[config.mk]
export PLATFORM = sky130hd
export DESIGN_NAME = modsq_sequencer
export DESIGN_NICKNAME = d
export VERILOG_FILES = /design/src/modsq_ctrl_pkg.sv /design/src/modsq_arith_pkg.sv /design/src/modsq_sequencer.sv
export VERILOG_INCLUDE_DIRS = /design/src
export SDC_FILE = /design/constraint.sdc
export NUM_CORES = 1
export LEC_CHECK = 0
export ABC_AREA = 1
export BUFFER_PORTS_ARGS = -buffer_cell sky130_fd_sc_hd__buf_2
export CAP_MARGIN = 20
export CORE_AREA = 3 3 122 124
export CTS_CLUSTER_SIZE = 40
export DETAILED_ROUTE_END_ITERATION = 16
export DIE_AREA = 0 0 125 127
export PLACE_DENSITY_LB_ADDON = 0.05
export SETUP_SLACK_MARGIN = 0.2
export SLEW_MARGIN = 20
export SYNTH_ARGS = -nofsm -noshare
export SYNTH_HDL_FRONTEND = slang
export SYNTH_SLANG_ARGS = --single-unit
[constraint.sdc]
create_clock -name clk -period 4.3 [get_ports clk]
set_clock_uncertainty 0.15 [all_clocks]
set_input_delay 0.215 -clock clk [delete_from_list [all_inputs] [get_ports clk]]
set_output_delay 0.215 -clock clk [all_outputs]
set_load 0.02 [all_outputs]
[src/modsq_params.svh]
// modular squarer parameters
`ifndef MODSQ_PARAMS_SVH
`define MODSQ_PARAMS_SVH

`define MODSQ_NONRED_LIMBS 4   // limbs covering the modulus width
`define MODSQ_RED_LIMBS    2   // headroom for the redundant form
`define MODSQ_NUM_LIMBS    (`MODSQ_NONRED_LIMBS + `MODSQ_RED_LIMBS)

`define MODSQ_BIT_LEN      17  // stored limb width
`define MODSQ_WORD_LEN     16  // limb weight is 2^16
`define MODSQ_LOOKUP_WIDTH 8   // lower slice, upper slice is one bit wider

// odd modulus, the lookup tables are derived from it
`define MODSQ_MODULUS      64'hE3A1_5C7B_9D24_F60F

`endif
[src/modsq_ctrl_pkg.sv]
// squarer loop control types
package modsq_ctrl_pkg;

   localparam int num_phases = 3;  // cycles per squaring

   // one-hot loop phase
   typedef enum logic [3:0] {
      idle    = 4'b0001,
      phase_0 = 4'b0010,  // upper slice lookup
      phase_1 = 4'b0100,  // lower slice lookup
      phase_2 = 4'b1000   // accumulate and load result
   } phase_t;

endpackage

[src/modsq_arith_pkg.sv]
// squarer arithmetic types
`include "modsq_params.svh"

package modsq_arith_pkg;

   // 34b product minus the 16b weight step, plus room for doubling and tree growth
   localparam int grid_col_len = 2*`MODSQ_BIT_LEN - `MODSQ_WORD_LEN + 11;

   // limb plus growth bits for up to 17 summed terms
   localparam int acc_col_len  = `MODSQ_BIT_LEN + 12;

   localparam int num_cols = 2*`MODSQ_NUM_LIMBS;                  // square grid columns
   localparam int num_luts = num_cols - `MODSQ_NONRED_LIMBS;      // upper columns to fold

   typedef logic [`MODSQ_BIT_LEN-1:0] limb_t;

   typedef logic [grid_col_len-1:0] grid_col_t;

   typedef logic [acc_col_len-1:0] acc_col_t;

   // upper slice needs the extra bit
   typedef logic [`MODSQ_LOOKUP_WIDTH:0] lut_addr_t;

   // one residue, non-redundant limbs only
   typedef logic [`MODSQ_NONRED_LIMBS*`MODSQ_WORD_LEN-1:0] lut_word_t;

endpackage

[src/modsq_sequencer.sv]
// squarer loop sequencer
`timescale 1ns/1ps
`include "modsq_params.svh"

module modsq_sequencer (
   input  logic                   clk,
   input  logic                   reset,
   input  logic                   start,
   input  modsq_arith_pkg::limb_t sq_in   [`MODSQ_NUM_LIMBS],
   input  modsq_arith_pkg::limb_t sq_out  [`MODSQ_NUM_LIMBS],
   output modsq_arith_pkg::limb_t curr_sq [`MODSQ_NUM_LIMBS],
   output modsq_ctrl_pkg::phase_t phase,
   output logic                   valid
);

   modsq_arith_pkg::limb_t sq_in_q [`MODSQ_NUM_LIMBS];
   modsq_ctrl_pkg::phase_t phase_next;
   logic                   start_flag;  // first squaring uses the captured input
   logic                   accept;

   assign accept = (phase == modsq_ctrl_pkg::idle) && start;  // only from idle

   always_comb begin
      case (phase)
         modsq_ctrl_pkg::idle: begin
            phase_next = accept ? modsq_ctrl_pkg::phase_0 : modsq_ctrl_pkg::idle;
         end
         modsq_ctrl_pkg::phase_0: phase_next = modsq_ctrl_pkg::phase_1;
         modsq_ctrl_pkg::phase_1: phase_next = modsq_ctrl_pkg::phase_2;
         modsq_ctrl_pkg::phase_2: phase_next = modsq_ctrl_pkg::phase_0;  // loops until reset
         default:                 phase_next = modsq_ctrl_pkg::idle;
      endcase
   end

   always_ff @(posedge clk) begin
      if (reset) begin
         phase      <= modsq_ctrl_pkg::idle;
         valid      <= 1'b0;
         start_flag <= 1'b0;
      end else begin
         phase <= phase_next;
         valid <= (phase == modsq_ctrl_pkg::phase_2);  // sq_out loads on this edge
         if (accept) begin
            start_flag <= 1'b1;
         end else if (phase == modsq_ctrl_pkg::phase_2) begin
            start_flag <= 1'b0;
         end
      end
   end

   always_ff @(posedge clk) begin
      if (accept) begin
         sq_in_q <= sq_in;
      end
   end

   // loopback select
   always_comb begin
      if (start_flag) begin
         curr_sq = sq_in_q;
      end else begin
         curr_sq = sq_out;
      end
   end

   a_phase_onehot: assert property (@(posedge clk) disable iff (reset) $onehot(phase));

   // a result leaves the loop in phase_0 with the start flag clear
   a_valid_after_p2: assert property (@(posedge clk) disable iff (reset)
      valid |-> (phase == modsq_ctrl_pkg::phase_0) && !start_flag);

   // once running, a result arrives every loop
   a_valid_period: assert property (@(posedge clk) disable iff (reset)
      valid |-> ##(modsq_ctrl_pkg::num_phases) valid);

endmodule

==> flow_metrics.tcl <==
set metrics [dict create \
    fin_tns_setup_ns 0 \
    clkPwrFrac_pct 27.4 \
    drv_slew 0 \
    switching_share_pct 26.4 \
    start_util_pct 32.8 \
    powerDensity_nw_per_um2 351 \
    power.leakage_uw 0.00328 \
    pwr-share-comb_pct 24.0 \
    fin_nets 878 \
    crit_path_start_kind "flip-flop" \
    firstDrtPassIters 4 \
    clockBufferDepth 2 \
    ys_ff_latch 108 \
    ant_nets 0 \
    synthCells 251 \
    synth.distinct_cells 12 \
    whs_ns 0.0151 \
    drive_gt1_share_pct 63.8 \
    n_antenna_cell 0 \
    worstSetupEndpointType "output pin" \
    gp_congestion 0.911 \
    required_ns 3.93 \
    final.period_utilization_pct 57.0 \
    portBuffers 313 \
    core_area_um2 13900 \
    worstSetupPathType "reg -> out" \
    setup_viol 0 \
    cts_root_buffer "clkbuf_16" \
    vias 3706 \
    r2r_setup_slack_ns 1.98 \
    layout_min_cycle_time_ns 2.45 \
    cts_tree "done" \
    power_frac_seq_pct 48.6 \
    dp_hpwl_mm 9.82 \
    min_from "start" \
    utilization_pct 54.5 \
    finalHoldViolations 0 \
    dpl-instance-area_um2 6280 \
    layout-area-overhead-vs-synth_pct 66.1 \
    routedWlPerCell_um 15.5 \
    synthAdderAreaFrac_pct 0 \
    cts_setup_buffers 0 \
    cts.sinks 108 \
    clk_latency_ns 0.34 \
    path_cells "buf_4, mux2_2, buf_2" \
    synthXorXnorAreaFrac_pct 0 \
    rows 43 \
    fp.dieH_um 127 \
    arrival_ns 2.09 \
    max-cap-violations 0 \
    grt_pass1_wl_mm 20.4 \
    viasPerCell 4.33 \
    avgSynthCellArea_um2 18.1 \
    grt_setup_unrepaired "no" \
    grt_max_degree 66 \
    worst_path_max_delay_cell "buf_4" \
    postLayoutCellArea_um2 7560 \
    status "completed" \
    drc 0 \
    drt_iter0_markers 149 \
    synth-simple-area-share_pct 1.73 \
    syn_area_um2 4550 \
    p_int_uw 1960 \
    die-area_um2 15900 \
    synth_warnings 0 \
    clk_pin_slew_ns 0.07 \
    synth_top_family_by_area "multiplexers" \
    synthMuxAreaShare_pct 25.2 \
    numCtsBuffers 9 \
    peakVddDrop_mv 0.176 \
    pre_cts_ws_ns 1.95 \
    io_pins 314 \
    track_usage_pct 16.4 \
    max_freq_mhz 408 \
    synth_compound_area_share_pct 0.220 \
    r2r_start "phase[3]$_SDFF_PP0_" \
    htreeDepth 3 \
    overflow 0 \
    slowest_delay_ns 0.60 \
    ys_seq_area_share_pct 69.9 \
    grt_pass1_vias 4140 \
    hold_path.class "in -> reg" \
    worst_slack_ns 1.85 \
    crit_start "start_flag$_SDFFE_PP0P_" \
    slew_headroom_pct 45.5 \
    nFillCells 1199 \
    worstPathMaxFanout 51 \
    syn_nets 458 \
    switchingPower_uw 701 \
    routed_wl_mm 13.3 \
    antenna_found_initial 0 \
    tightest_slew_ns 0.818 \
    die_w_um 125 \
]
final cells by class:
type | count | area [um2] | share of cell area, %
multi-input cells | 124 | 1240 | 16.4
clock inverters | 4 | 16.3 | 0.215
well taps | 180 | 225 | 2.98
inverters | 8 | 32.5 | 0.430
clock buffers | 12 | 236 | 3.13
flip-flops and latches | 108 | 3190 | 42.1
repair buffers | 420 | 2630 | 34.7
metrics by stage:
step                total power (uW)  std cells
finish                          2660        856
global route                    2780        856
CTS                             2700        856
detailed placement              1880        737
global placement                1880        737
floorplan                       1670        251
flip-flops by register name (all words and copies together) (netlist names):
name,cells
valid,1
sq_in_q,102
start_flag,1
phase,4
layer usage:
metal / part of all wire [%] / global-route usage [%]
met1: 36 / 17.4
met2: 54 / 30.9
met3: 7.5 / 4.22
met4: 2.3 / 6.51
met5: 0 / 0
timing repair:
item                      CTS  global route
hold buffers              103             0
resized for setup           0             0
hold endpoints to repair  107             0
worst max-delay path, delay by kind of cell (launching register included):
kind | cells | cell delay, ns
buffers and inverters | 2 | 0.76
flip-flops | 1 | 0.54
multiplexers | 1 | 0.42
cell families after synthesis:
kind of cell           after synthesis
AO/OA/AOI/OAI                        2
flip-flops                         108
multiplexers                       102
AND/OR/NAND/NOR                     20
buffers and inverters               19
cell usage after synthesis:
cell type    n  area share, %
a21oi_1      2           0.22
buf_2        3           0.33
buf_4        1           0.16
buf_6        7            1.7
dfxtp_1      6            2.6
edfxtp_1   102             67
inv_1        8           0.66
mux2_2     102             25
nand2_1     10           0.82
nand3_1      1           0.11
nor2_1       7           0.58
nor3_1       2           0.22
worst paths after layout:
path / endpoint / cells after the start
max reg2reg: sq_in_q[62]$_DFFE_PP_ / 6
max: curr_sq[12] / 3
min: phase[0]$_SDFF_PP1_ / 4
min reg2reg: phase[2]$_SDFF_PP0_ / 2
cell usage in the layout (no fill, tap or decap):
cell and instances:
dlygate4sd3_1 103, buf_2 313, clkbuf_16 9, nand3_1 1
inv_1 7, dfxtp_1 5, nand2_1 10, nor3_1 2
nor2_1 7, clkbuf_1 3, dfxtp_4 1, mux2_2 102
clkinv_2 1, edfxtp_1 102, a21oi_1 2, inv_4 1
clkinv_1 3, buf_4 4
power by group through the flow:
stage / registers (uW) / clock network [uW] / logic [uW]
floorplan: 1300 / 0 / 364
global placement: 1320 / 0 / 563
detailed placement: 1320 / 0 / 568
CTS: 1290 / 760 / 646
global route: 1300 / 796 / 688
finish: 1290 / 728 / 637
Note: power is estimated with default switching activity, not from simulation.
