==> config.mk <==
export PLATFORM = sky130hd
export DESIGN_NAME = modular_reduce_flat
export DESIGN_NICKNAME = d
export VERILOG_FILES = /design/src/modsq_ctrl_pkg.sv /design/src/modsq_arith_pkg.sv /design/src/lut_if.sv /design/src/modular_reduce.sv /design/src/column_adders.sv /design/src/flat_wrapper.sv
export VERILOG_INCLUDE_DIRS = /design/src
export SDC_FILE = /design/constraint.sdc
export NUM_CORES = 2
export LEC_CHECK = 0
export ABC_AREA = 1
export ABC_CLOCK_PERIOD_IN_PS = 61500
export BUFFER_PORTS_ARGS = -buffer_cell sky130_fd_sc_hd__buf_2
export CAP_MARGIN = 20
export CORE_MARGIN = 10
export CORE_UTILIZATION = 25
export CTS_BUF_LIST = sky130_fd_sc_hd__clkbuf_8
export DETAILED_ROUTE_END_ITERATION = 8
export GPL_TIMING_DRIVEN = 0
export PLACE_DENSITY_LB_ADDON = 0.15
export SKIP_LAST_GASP = 1
export SYNTH_ARGS = -nofsm -noshare
export SYNTH_HDL_FRONTEND = slang
export SYNTH_SLANG_ARGS = --single-unit
==> constraint.sdc <==
create_clock -name clk -period 61.5 [get_ports clk]
set_input_delay 6.15 -clock clk [delete_from_list [all_inputs] [get_ports clk]]
set_output_delay 6.15 -clock clk [all_outputs]
set_load 0.01 [all_outputs]
==> src/modsq_params.svh <==
// modular squarer parameters
`ifndef MODSQ_PARAMS_SVH
`define MODSQ_PARAMS_SVH

`define MODSQ_NONRED_LIMBS 4   // limbs covering the modulus width
`define MODSQ_RED_LIMBS    2   // headroom for the redundant form
`define MODSQ_NUM_LIMBS    (`MODSQ_NONRED_LIMBS + `MODSQ_RED_LIMBS)

`define MODSQ_BIT_LEN      17  // stored limb width
`define MODSQ_WORD_LEN     16  // limb weight is 2^16
`define MODSQ_LOOKUP_WIDTH 8   // lower slice, upper slice is one bit wider

// odd modulus, the lookup tables are derived from it
`define MODSQ_MODULUS      64'hE3A1_5C7B_9D24_F60F

`endif
==> src/modsq_ctrl_pkg.sv <==
// squarer loop control types
package modsq_ctrl_pkg;

   localparam int num_phases = 3;  // cycles per squaring

   // one-hot loop phase
   typedef enum logic [3:0] {
      idle    = 4'b0001,
      phase_0 = 4'b0010,  // upper slice lookup
      phase_1 = 4'b0100,  // lower slice lookup
      phase_2 = 4'b1000   // accumulate and load result
   } phase_t;

endpackage

==> src/modsq_arith_pkg.sv <==
// squarer arithmetic types
`include "modsq_params.svh"

package modsq_arith_pkg;

   // 34b product minus the 16b weight step, plus room for doubling and tree growth
   localparam int grid_col_len = 2*`MODSQ_BIT_LEN - `MODSQ_WORD_LEN + 11;

   // limb plus growth bits for up to 17 summed terms
   localparam int acc_col_len  = `MODSQ_BIT_LEN + 12;

   localparam int num_cols = 2*`MODSQ_NUM_LIMBS;                  // square grid columns
   localparam int num_luts = num_cols - `MODSQ_NONRED_LIMBS;      // upper columns to fold

   typedef logic [`MODSQ_BIT_LEN-1:0] limb_t;

   typedef logic [grid_col_len-1:0] grid_col_t;

   typedef logic [acc_col_len-1:0] acc_col_t;

   // upper slice needs the extra bit
   typedef logic [`MODSQ_LOOKUP_WIDTH:0] lut_addr_t;

   // one residue, non-redundant limbs only
   typedef logic [`MODSQ_NONRED_LIMBS*`MODSQ_WORD_LEN-1:0] lut_word_t;

endpackage

==> src/lut_if.sv <==
// reduction lookup bus
`timescale 1ns/1ps

interface lut_if;

   // one address and one residue word per upper grid column
   modsq_arith_pkg::lut_addr_t addr [modsq_arith_pkg::num_luts];
   modsq_arith_pkg::lut_word_t data [modsq_arith_pkg::num_luts];  // one cycle after addr

   // table side
   modport lookup (
      input  addr,
      output data
   );

   // reduction side
   modport accumulate (
      output addr,
      input  data
   );

endinterface

==> src/modular_reduce.sv <==
// modular reduction of the squared grid
`timescale 1ns/1ps
`include "modsq_params.svh"

module modular_reduce (
   input  logic                       clk,
   input  modsq_ctrl_pkg::phase_t     phase,
   input  modsq_arith_pkg::grid_col_t c [modsq_arith_pkg::num_cols],
   input  modsq_arith_pkg::grid_col_t s [modsq_arith_pkg::num_cols],
   lut_if.accumulate                  acc,
   output modsq_arith_pkg::limb_t     sq_out [`MODSQ_NUM_LIMBS]
);

   localparam int num_limbs     = `MODSQ_NUM_LIMBS;
   localparam int nonred        = `MODSQ_NONRED_LIMBS;
   localparam int num_luts      = modsq_arith_pkg::num_luts;
   localparam int num_acc_terms = 2*num_luts + 1;  // lower words, upper words, low column
   localparam int w             = `MODSQ_WORD_LEN;
   localparam int ext_len       = num_limbs * w;

   modsq_arith_pkg::limb_t    grid_red  [modsq_arith_pkg::num_cols];
   modsq_arith_pkg::limb_t    low_q     [nonred];    // columns below the modulus width
   modsq_arith_pkg::lut_word_t hi_q     [num_luts];  // upper slice residues
   modsq_arith_pkg::acc_col_t acc_terms [num_limbs][num_acc_terms];
   modsq_arith_pkg::acc_col_t acc_c     [num_limbs];
   modsq_arith_pkg::acc_col_t acc_s     [num_limbs];
   modsq_arith_pkg::limb_t    acc_red   [num_limbs];

   carry_reduce #(
      .term_t   (modsq_arith_pkg::grid_col_t),
      .num_cols (modsq_arith_pkg::num_cols)
   ) u_grid_reduce (
      .c       (c),
      .s       (s),
      .reduced (grid_red)
   );

   // upper 9b first, then the lower 8b of each upper column
   always_comb begin
      for (int k = 0; k < num_luts; k++) begin
         if (phase == modsq_ctrl_pkg::phase_0) begin
            acc.addr[k] = grid_red[nonred+k][`MODSQ_BIT_LEN-1:`MODSQ_LOOKUP_WIDTH];
         end else begin
            acc.addr[k] = modsq_arith_pkg::lut_addr_t'(grid_red[nonred+k][`MODSQ_LOOKUP_WIDTH-1:0]);
         end
      end
   end

   always_ff @(posedge clk) begin
      for (int k = 0; k < nonred; k++) begin
         low_q[k] <= grid_red[k];
      end
      if (phase == modsq_ctrl_pkg::phase_1) begin
         hi_q <= acc.data;  // upper slice read issued in phase_0
      end
      if (phase == modsq_ctrl_pkg::phase_2) begin
         sq_out <= acc_red;
      end
   end

   // spread every residue word over the limb columns
   always_comb begin
      logic [ext_len-1:0] lo_ext;
      logic [ext_len-1:0] hi_ext;

      for (int l = 0; l < num_limbs; l++) begin
         acc_terms[l][num_acc_terms-1] = '0;
      end
      for (int l = 0; l < nonred; l++) begin
         acc_terms[l][num_acc_terms-1] = modsq_arith_pkg::acc_col_t'(low_q[l]);
      end
      for (int j = 0; j < num_luts; j++) begin
         lo_ext = acc.data[j];
         hi_ext = hi_q[j];
         hi_ext = hi_ext << `MODSQ_LOOKUP_WIDTH;  // upper slice weighs 2^8 more
         for (int l = 0; l < num_limbs; l++) begin
            acc_terms[l][j]          = modsq_arith_pkg::acc_col_t'(lo_ext[l*w +: w]);
            acc_terms[l][num_luts+j] = modsq_arith_pkg::acc_col_t'(hi_ext[l*w +: w]);
         end
      end
   end

   for (genvar l = 0; l < num_limbs; l++) begin : g_limb
      compressor_tree #(
         .term_t    (modsq_arith_pkg::acc_col_t),
         .num_terms (num_acc_terms)
      ) u_tree (
         .terms (acc_terms[l]),
         .c     (acc_c[l]),
         .s     (acc_s[l])
      );
   end

   carry_reduce #(
      .term_t   (modsq_arith_pkg::acc_col_t),
      .num_cols (num_limbs)
   ) u_acc_reduce (
      .c       (acc_c),
      .s       (acc_s),
      .reduced (acc_red)
   );

endmodule

==> src/column_adders.sv <==
// column compression and carry reduction
`timescale 1ns/1ps
`include "modsq_params.svh"

module compressor_tree #(
   parameter type term_t    = logic [28:0],
   parameter int  num_terms = 3
) (
   input  term_t terms [num_terms],
   output term_t c,
   output term_t s
);

   localparam int num_groups = num_terms / 3;
   localparam int num_left   = num_terms % 3;
   localparam int next_terms = 2*num_groups + num_left;

   initial begin
      assert (num_terms >= 1)
         else $fatal(1, "compressor_tree needs at least one term");
   end

   if (num_terms == 1) begin : g_one
      assign s = terms[0];
      assign c = '0;
   end else if (num_terms == 2) begin : g_two
      assign s = terms[0];  // already in carry-save form
      assign c = terms[1];
   end else begin : g_tree
      term_t level [next_terms];

      // full adders on every group of three
      for (genvar g = 0; g < num_groups; g++) begin : g_csa
         assign level[2*g] = terms[3*g] ^ terms[3*g+1] ^ terms[3*g+2];
         assign level[2*g+1] = ((terms[3*g] & terms[3*g+1]) |
                                (terms[3*g] & terms[3*g+2]) |
                                (terms[3*g+1] & terms[3*g+2])) << 1;
      end

      for (genvar r = 0; r < num_left; r++) begin : g_pass
         assign level[2*num_groups+r] = terms[3*num_groups+r];  // leftovers skip a level
      end

      compressor_tree #(
         .term_t    (term_t),
         .num_terms (next_terms)
      ) u_next (
         .terms (level),
         .c     (c),
         .s     (s)
      );
   end

endmodule

module carry_reduce #(
   parameter type term_t   = logic [28:0],
   parameter int  num_cols = 2
) (
   input  term_t                  c       [num_cols],
   input  term_t                  s       [num_cols],
   output modsq_arith_pkg::limb_t reduced [num_cols]
);

   localparam int term_len = $bits(term_t);

   logic [term_len:0] col_sum [num_cols];  // keeps the final carry

   always_comb begin
      for (int k = 0; k < num_cols; k++) begin
         col_sum[k] = c[k] + s[k];
      end

      reduced[0] = modsq_arith_pkg::limb_t'(col_sum[0][`MODSQ_WORD_LEN-1:0]);
      for (int k = 1; k < num_cols-1; k++) begin
         // low word plus what spilled out of the column below
         reduced[k] = modsq_arith_pkg::limb_t'(col_sum[k][`MODSQ_WORD_LEN-1:0]) +
                      modsq_arith_pkg::limb_t'(col_sum[k-1][term_len:`MODSQ_WORD_LEN]);
      end
      reduced[num_cols-1] = col_sum[num_cols-1][`MODSQ_BIT_LEN-1:0] +  // top keeps 17b
         modsq_arith_pkg::limb_t'(col_sum[num_cols-2][term_len:`MODSQ_WORD_LEN]);
   end

endmodule

==> src/flat_wrapper.sv <==
// flat-port wrapper written by rule: the top's interface ports become plain ports
module modular_reduce_flat 
  (clk, phase, c, s, sq_out, acc_addr, acc_data);
  lut_if acc_i ();
  input  logic clk;
  input  modsq_ctrl_pkg::phase_t phase;
  input  modsq_arith_pkg::grid_col_t c[modsq_arith_pkg::num_cols];
  input  modsq_arith_pkg::grid_col_t s[modsq_arith_pkg::num_cols];
  output modsq_arith_pkg::limb_t sq_out[`MODSQ_NUM_LIMBS];
  output wire logic [$bits(acc_i.addr)-1:0] acc_addr;
  input wire logic [$bits(acc_i.data)-1:0] acc_data;
  assign acc_addr = {>>{acc_i.addr}};
  assign acc_i.data = {>>{acc_data}};
  modular_reduce u_core (.clk(clk), .phase(phase), .c(c), .s(s), .acc(acc_i), .sq_out(sq_out));
endmodule
==> reports/qor.yml <==
dr_total_vias: 62300
wire_per_inst_um: 26.0
hold_path_class: "register to register"
die_area_um2: 319000
core.rowCount: 199
synth_area_per_cell_um2: 9.18
register_area_um2: 19100
cap_violations: 0
fin_crit_ns: 17.10
endpoint_kind: "output port"
start_util_pct: 25.2
synth_edf_count: 592
syn_to_final_growth_pct: 20.7
synth_area_um2: 74100
slew-limit-headroom_pct: 20.7
grt_pass1_wl_um: 493000
antenna_found_initial: 242
cts.sinks: 659
synth_top_cell_area_share_pct: 26.2
via_per_inst: 4.51
ys_ff_latch: 659
drive_above_1_share_pct: 17.3
skew_ns: 0.0881
r2r_setup_slack_ns: 53.73
holdPathStages: 1
ant_nets: 0
rsz0062_at_grt: "false"
tns_ns: 0
yosys.area.top_type: "fa_1"
finalSetupViolations: 0
grt_max_degree: 13
dp_slack_ns: 44.43
slew_violations: 0
r2r_start: "u_core.acc_terms[2708]"
num-nets-final: 12500
synth_seq_area_share_pct: 25.8
die_w_um: 564
clk_latency_ns: 0.89
cts_buffers: 143
post-route-period-util_pct: 27.8
worst_slew_pin_slew_ns: 1.19
startpoint_type: "input pin"
r2r-end: "u_core.sq_out[80]"
path_clk_slew_ns: 0.06
synth_flop_cell: "edfxtp_1"
fill_cells: 31700
synthCells: 8072
ctsHoldBuffers: 0
post-cts-setup-buffers: 0
h-tree-depth: 4
ys_async_sr_fraction_pct: 0
die_h_um: 564
multi_input_area_um2: 47500
dpl.hpwl_um: 331000
grt_overflow: 0
worstPathRequired_ns: 55.35
grt_pass1_vias: 65600
io_pins: 1387
gp_congestion: 0.955
post_cts_resized: 0
status: "finished, final reports clean"
crit_fanout: 3
routed_wl_um: 359000
ys_top_cells_by_area: "fa_1 26%, edfxtp_1 24%, ha_1 11%"
critical_path_class: "input pin to output port"
cts_buffer_depth: 4
io_buffer_count: 1340
finalWorstSetupSlack_ns: 44.40
clockRootBuffer: "clkbuf_8"
min_to: "u_core.sq_out[85]"
drcViolationCount: 0
drt-initial-drc-count: 3980
ys_warn_count: 0
max_freq_mhz: 58.5
cts_tree: "built"
firstDrtPassIters: 6
grt_util_all_layers_pct: 21.8
hold_violations: 0
reg2regPathDepth: 30
ys_types: 62
core_region_area_um2: 295000
hold_start: "u_core.low_q[0][0]"
worst_ep_arrival_time_ns: 10.95
## worst max-delay path by stage
stage / startpoint / to / slack [ns] / cells past startpoint
finish: c[203] / acc_addr[62] / 44.40 / 23
global route: c[31] / acc_addr[5] / 44.21 / 26
CTS: c[203] / acc_addr[62] / 44.43 / 23
detailed placement: c[203] / acc_addr[62] / 44.43 / 23
global placement: phase[1] / u_core.acc_terms[555] / -24.68 / 2
floorplan: phase[0] / u_core.acc_terms[1015] / 3.45 / 1
## registers in the layout, indices dropped and copies added (netlist names)
name              count
u_core.low_q         67
u_core.acc_terms    512
u_core.sq_out        80
## worst max-delay path, stage by stage
cell and delay (ns):
buf_2 0.10, ha_1 0.22, fa_1 0.41, nand2_1 0.08, nand2_1 0.16, o21ai_0 0.26
inv_1 0.08, a21oi_1 0.27, o21bai_1 0.20, nand2_1 0.09, nand2_1 0.08, xor2_1 0.22
ha_1 0.21, inv_1 0.06, fa_1 0.45, inv_1 0.10, nand3_1 0.07, nand2_1 0.13
a21oi_1 0.17, o221ai_1 0.48, inv_1 0.12, nor3_1 0.57, buf_2 0.25
## through the flow
stage          std cells  cell area (µm²)  util, %  hold slack, ns
4_1_cts            13700            89100     30.3           0.597
2_1_floorplan       8094            74200        -           0.508
3_3_place_gp       13400            85800     29.1           0.526
6_report           13800            89400     30.4           0.583
5_1_grt            13800            89300     30.3           0.623
3_5_place_dp       13400            86600     29.4           0.529
## cell usage after synthesis, drive strengths merged (2+ instances only)
cell / count
o31ai: 9
dfxtp: 67
a31oi: 29
xnor2: 150
o211ai: 18
inv: 1946
o22ai: 3
o21a: 11
nand4: 72
a21oi: 620
edfxtp: 592
or2: 8
nand3: 261
o2111ai: 6
and2: 4
o21bai: 66
nand2: 1189
fa: 969
and3: 2
o2bb2ai: 2
a221oi: 2
nor2: 442
a21boi: 32
nor3b: 2
nand3b: 19
xor2: 287
a31o: 3
a21o: 90
o221ai: 12
buf: 27
nor4: 13
a211oi: 4
nor3: 68
o21ai: 362
ha: 666
clkbuf: 11
## cell families (layout without fill, tap and decap cells)
| kind of cell | after synthesis | after routing | share of synthesized area, % |
|---|---|---|---|
| AND/OR/NAND/NOR | 2081 | 2081 | 11.7 |
| multiplexers | 1 | 1 | 0.0135 |
| flip-flops | 659 | 659 | 25.8 |
| buffers and inverters | 1985 | 3663 | 10.2 |
| adder cells (fa/ha/maj) | 1635 | 1635 | 37.4 |
| other | 1 | 137 | 0.00506 |
| XOR/XNOR | 437 | 437 | 5.26 |
| AO/OA/AOI/OAI | 1273 | 1273 | 9.62 |
## placed cells by master (no fill, tap or decap), types with 23 or more instances in the layout
cell type / count
a21o_1: 90
nand2_1: 1174
a21oi_1: 618
xnor2_1: 150
clkinv_1: 32
a21boi_0: 24
inv_1: 1983
xor2_1: 279
buf_2: 1343
nand3_1: 258
diode_2: 114
edfxtp_1: 592
a31oi_1: 29
conb_1: 23
ha_1: 666
nor3_1: 63
fa_1: 969
nand4_1: 72
o21ai_0: 351
o21bai_1: 66
clkbuf_8: 146
nor2_1: 434
buf_4: 91
dfxtp_1: 67
## cell type report
class	instances	share of cell area, %
tap	3919	5.48
clock inverter	101	0.578
multi-input combinational	5450	53.2
timing repair buffer	1431	8.40
clock buffer	146	2.25
sequential	659	21.4
antenna	114	0.319
buffer	38	0.256
inverter	1947	8.17
## metal layers
layer,global-route usage [%],wire length (µm),vias up
met1,27.5,151000,30400
met4,6.78,13300,140
li1,-,-,29000
met2,35.9,166000,2110
met5,0,912,-
met3,6.30,28300,600
Power is left out: the tool's default activity adds up to more than one toggle a clock period on the data nets, which glitch-free logic cannot reach.
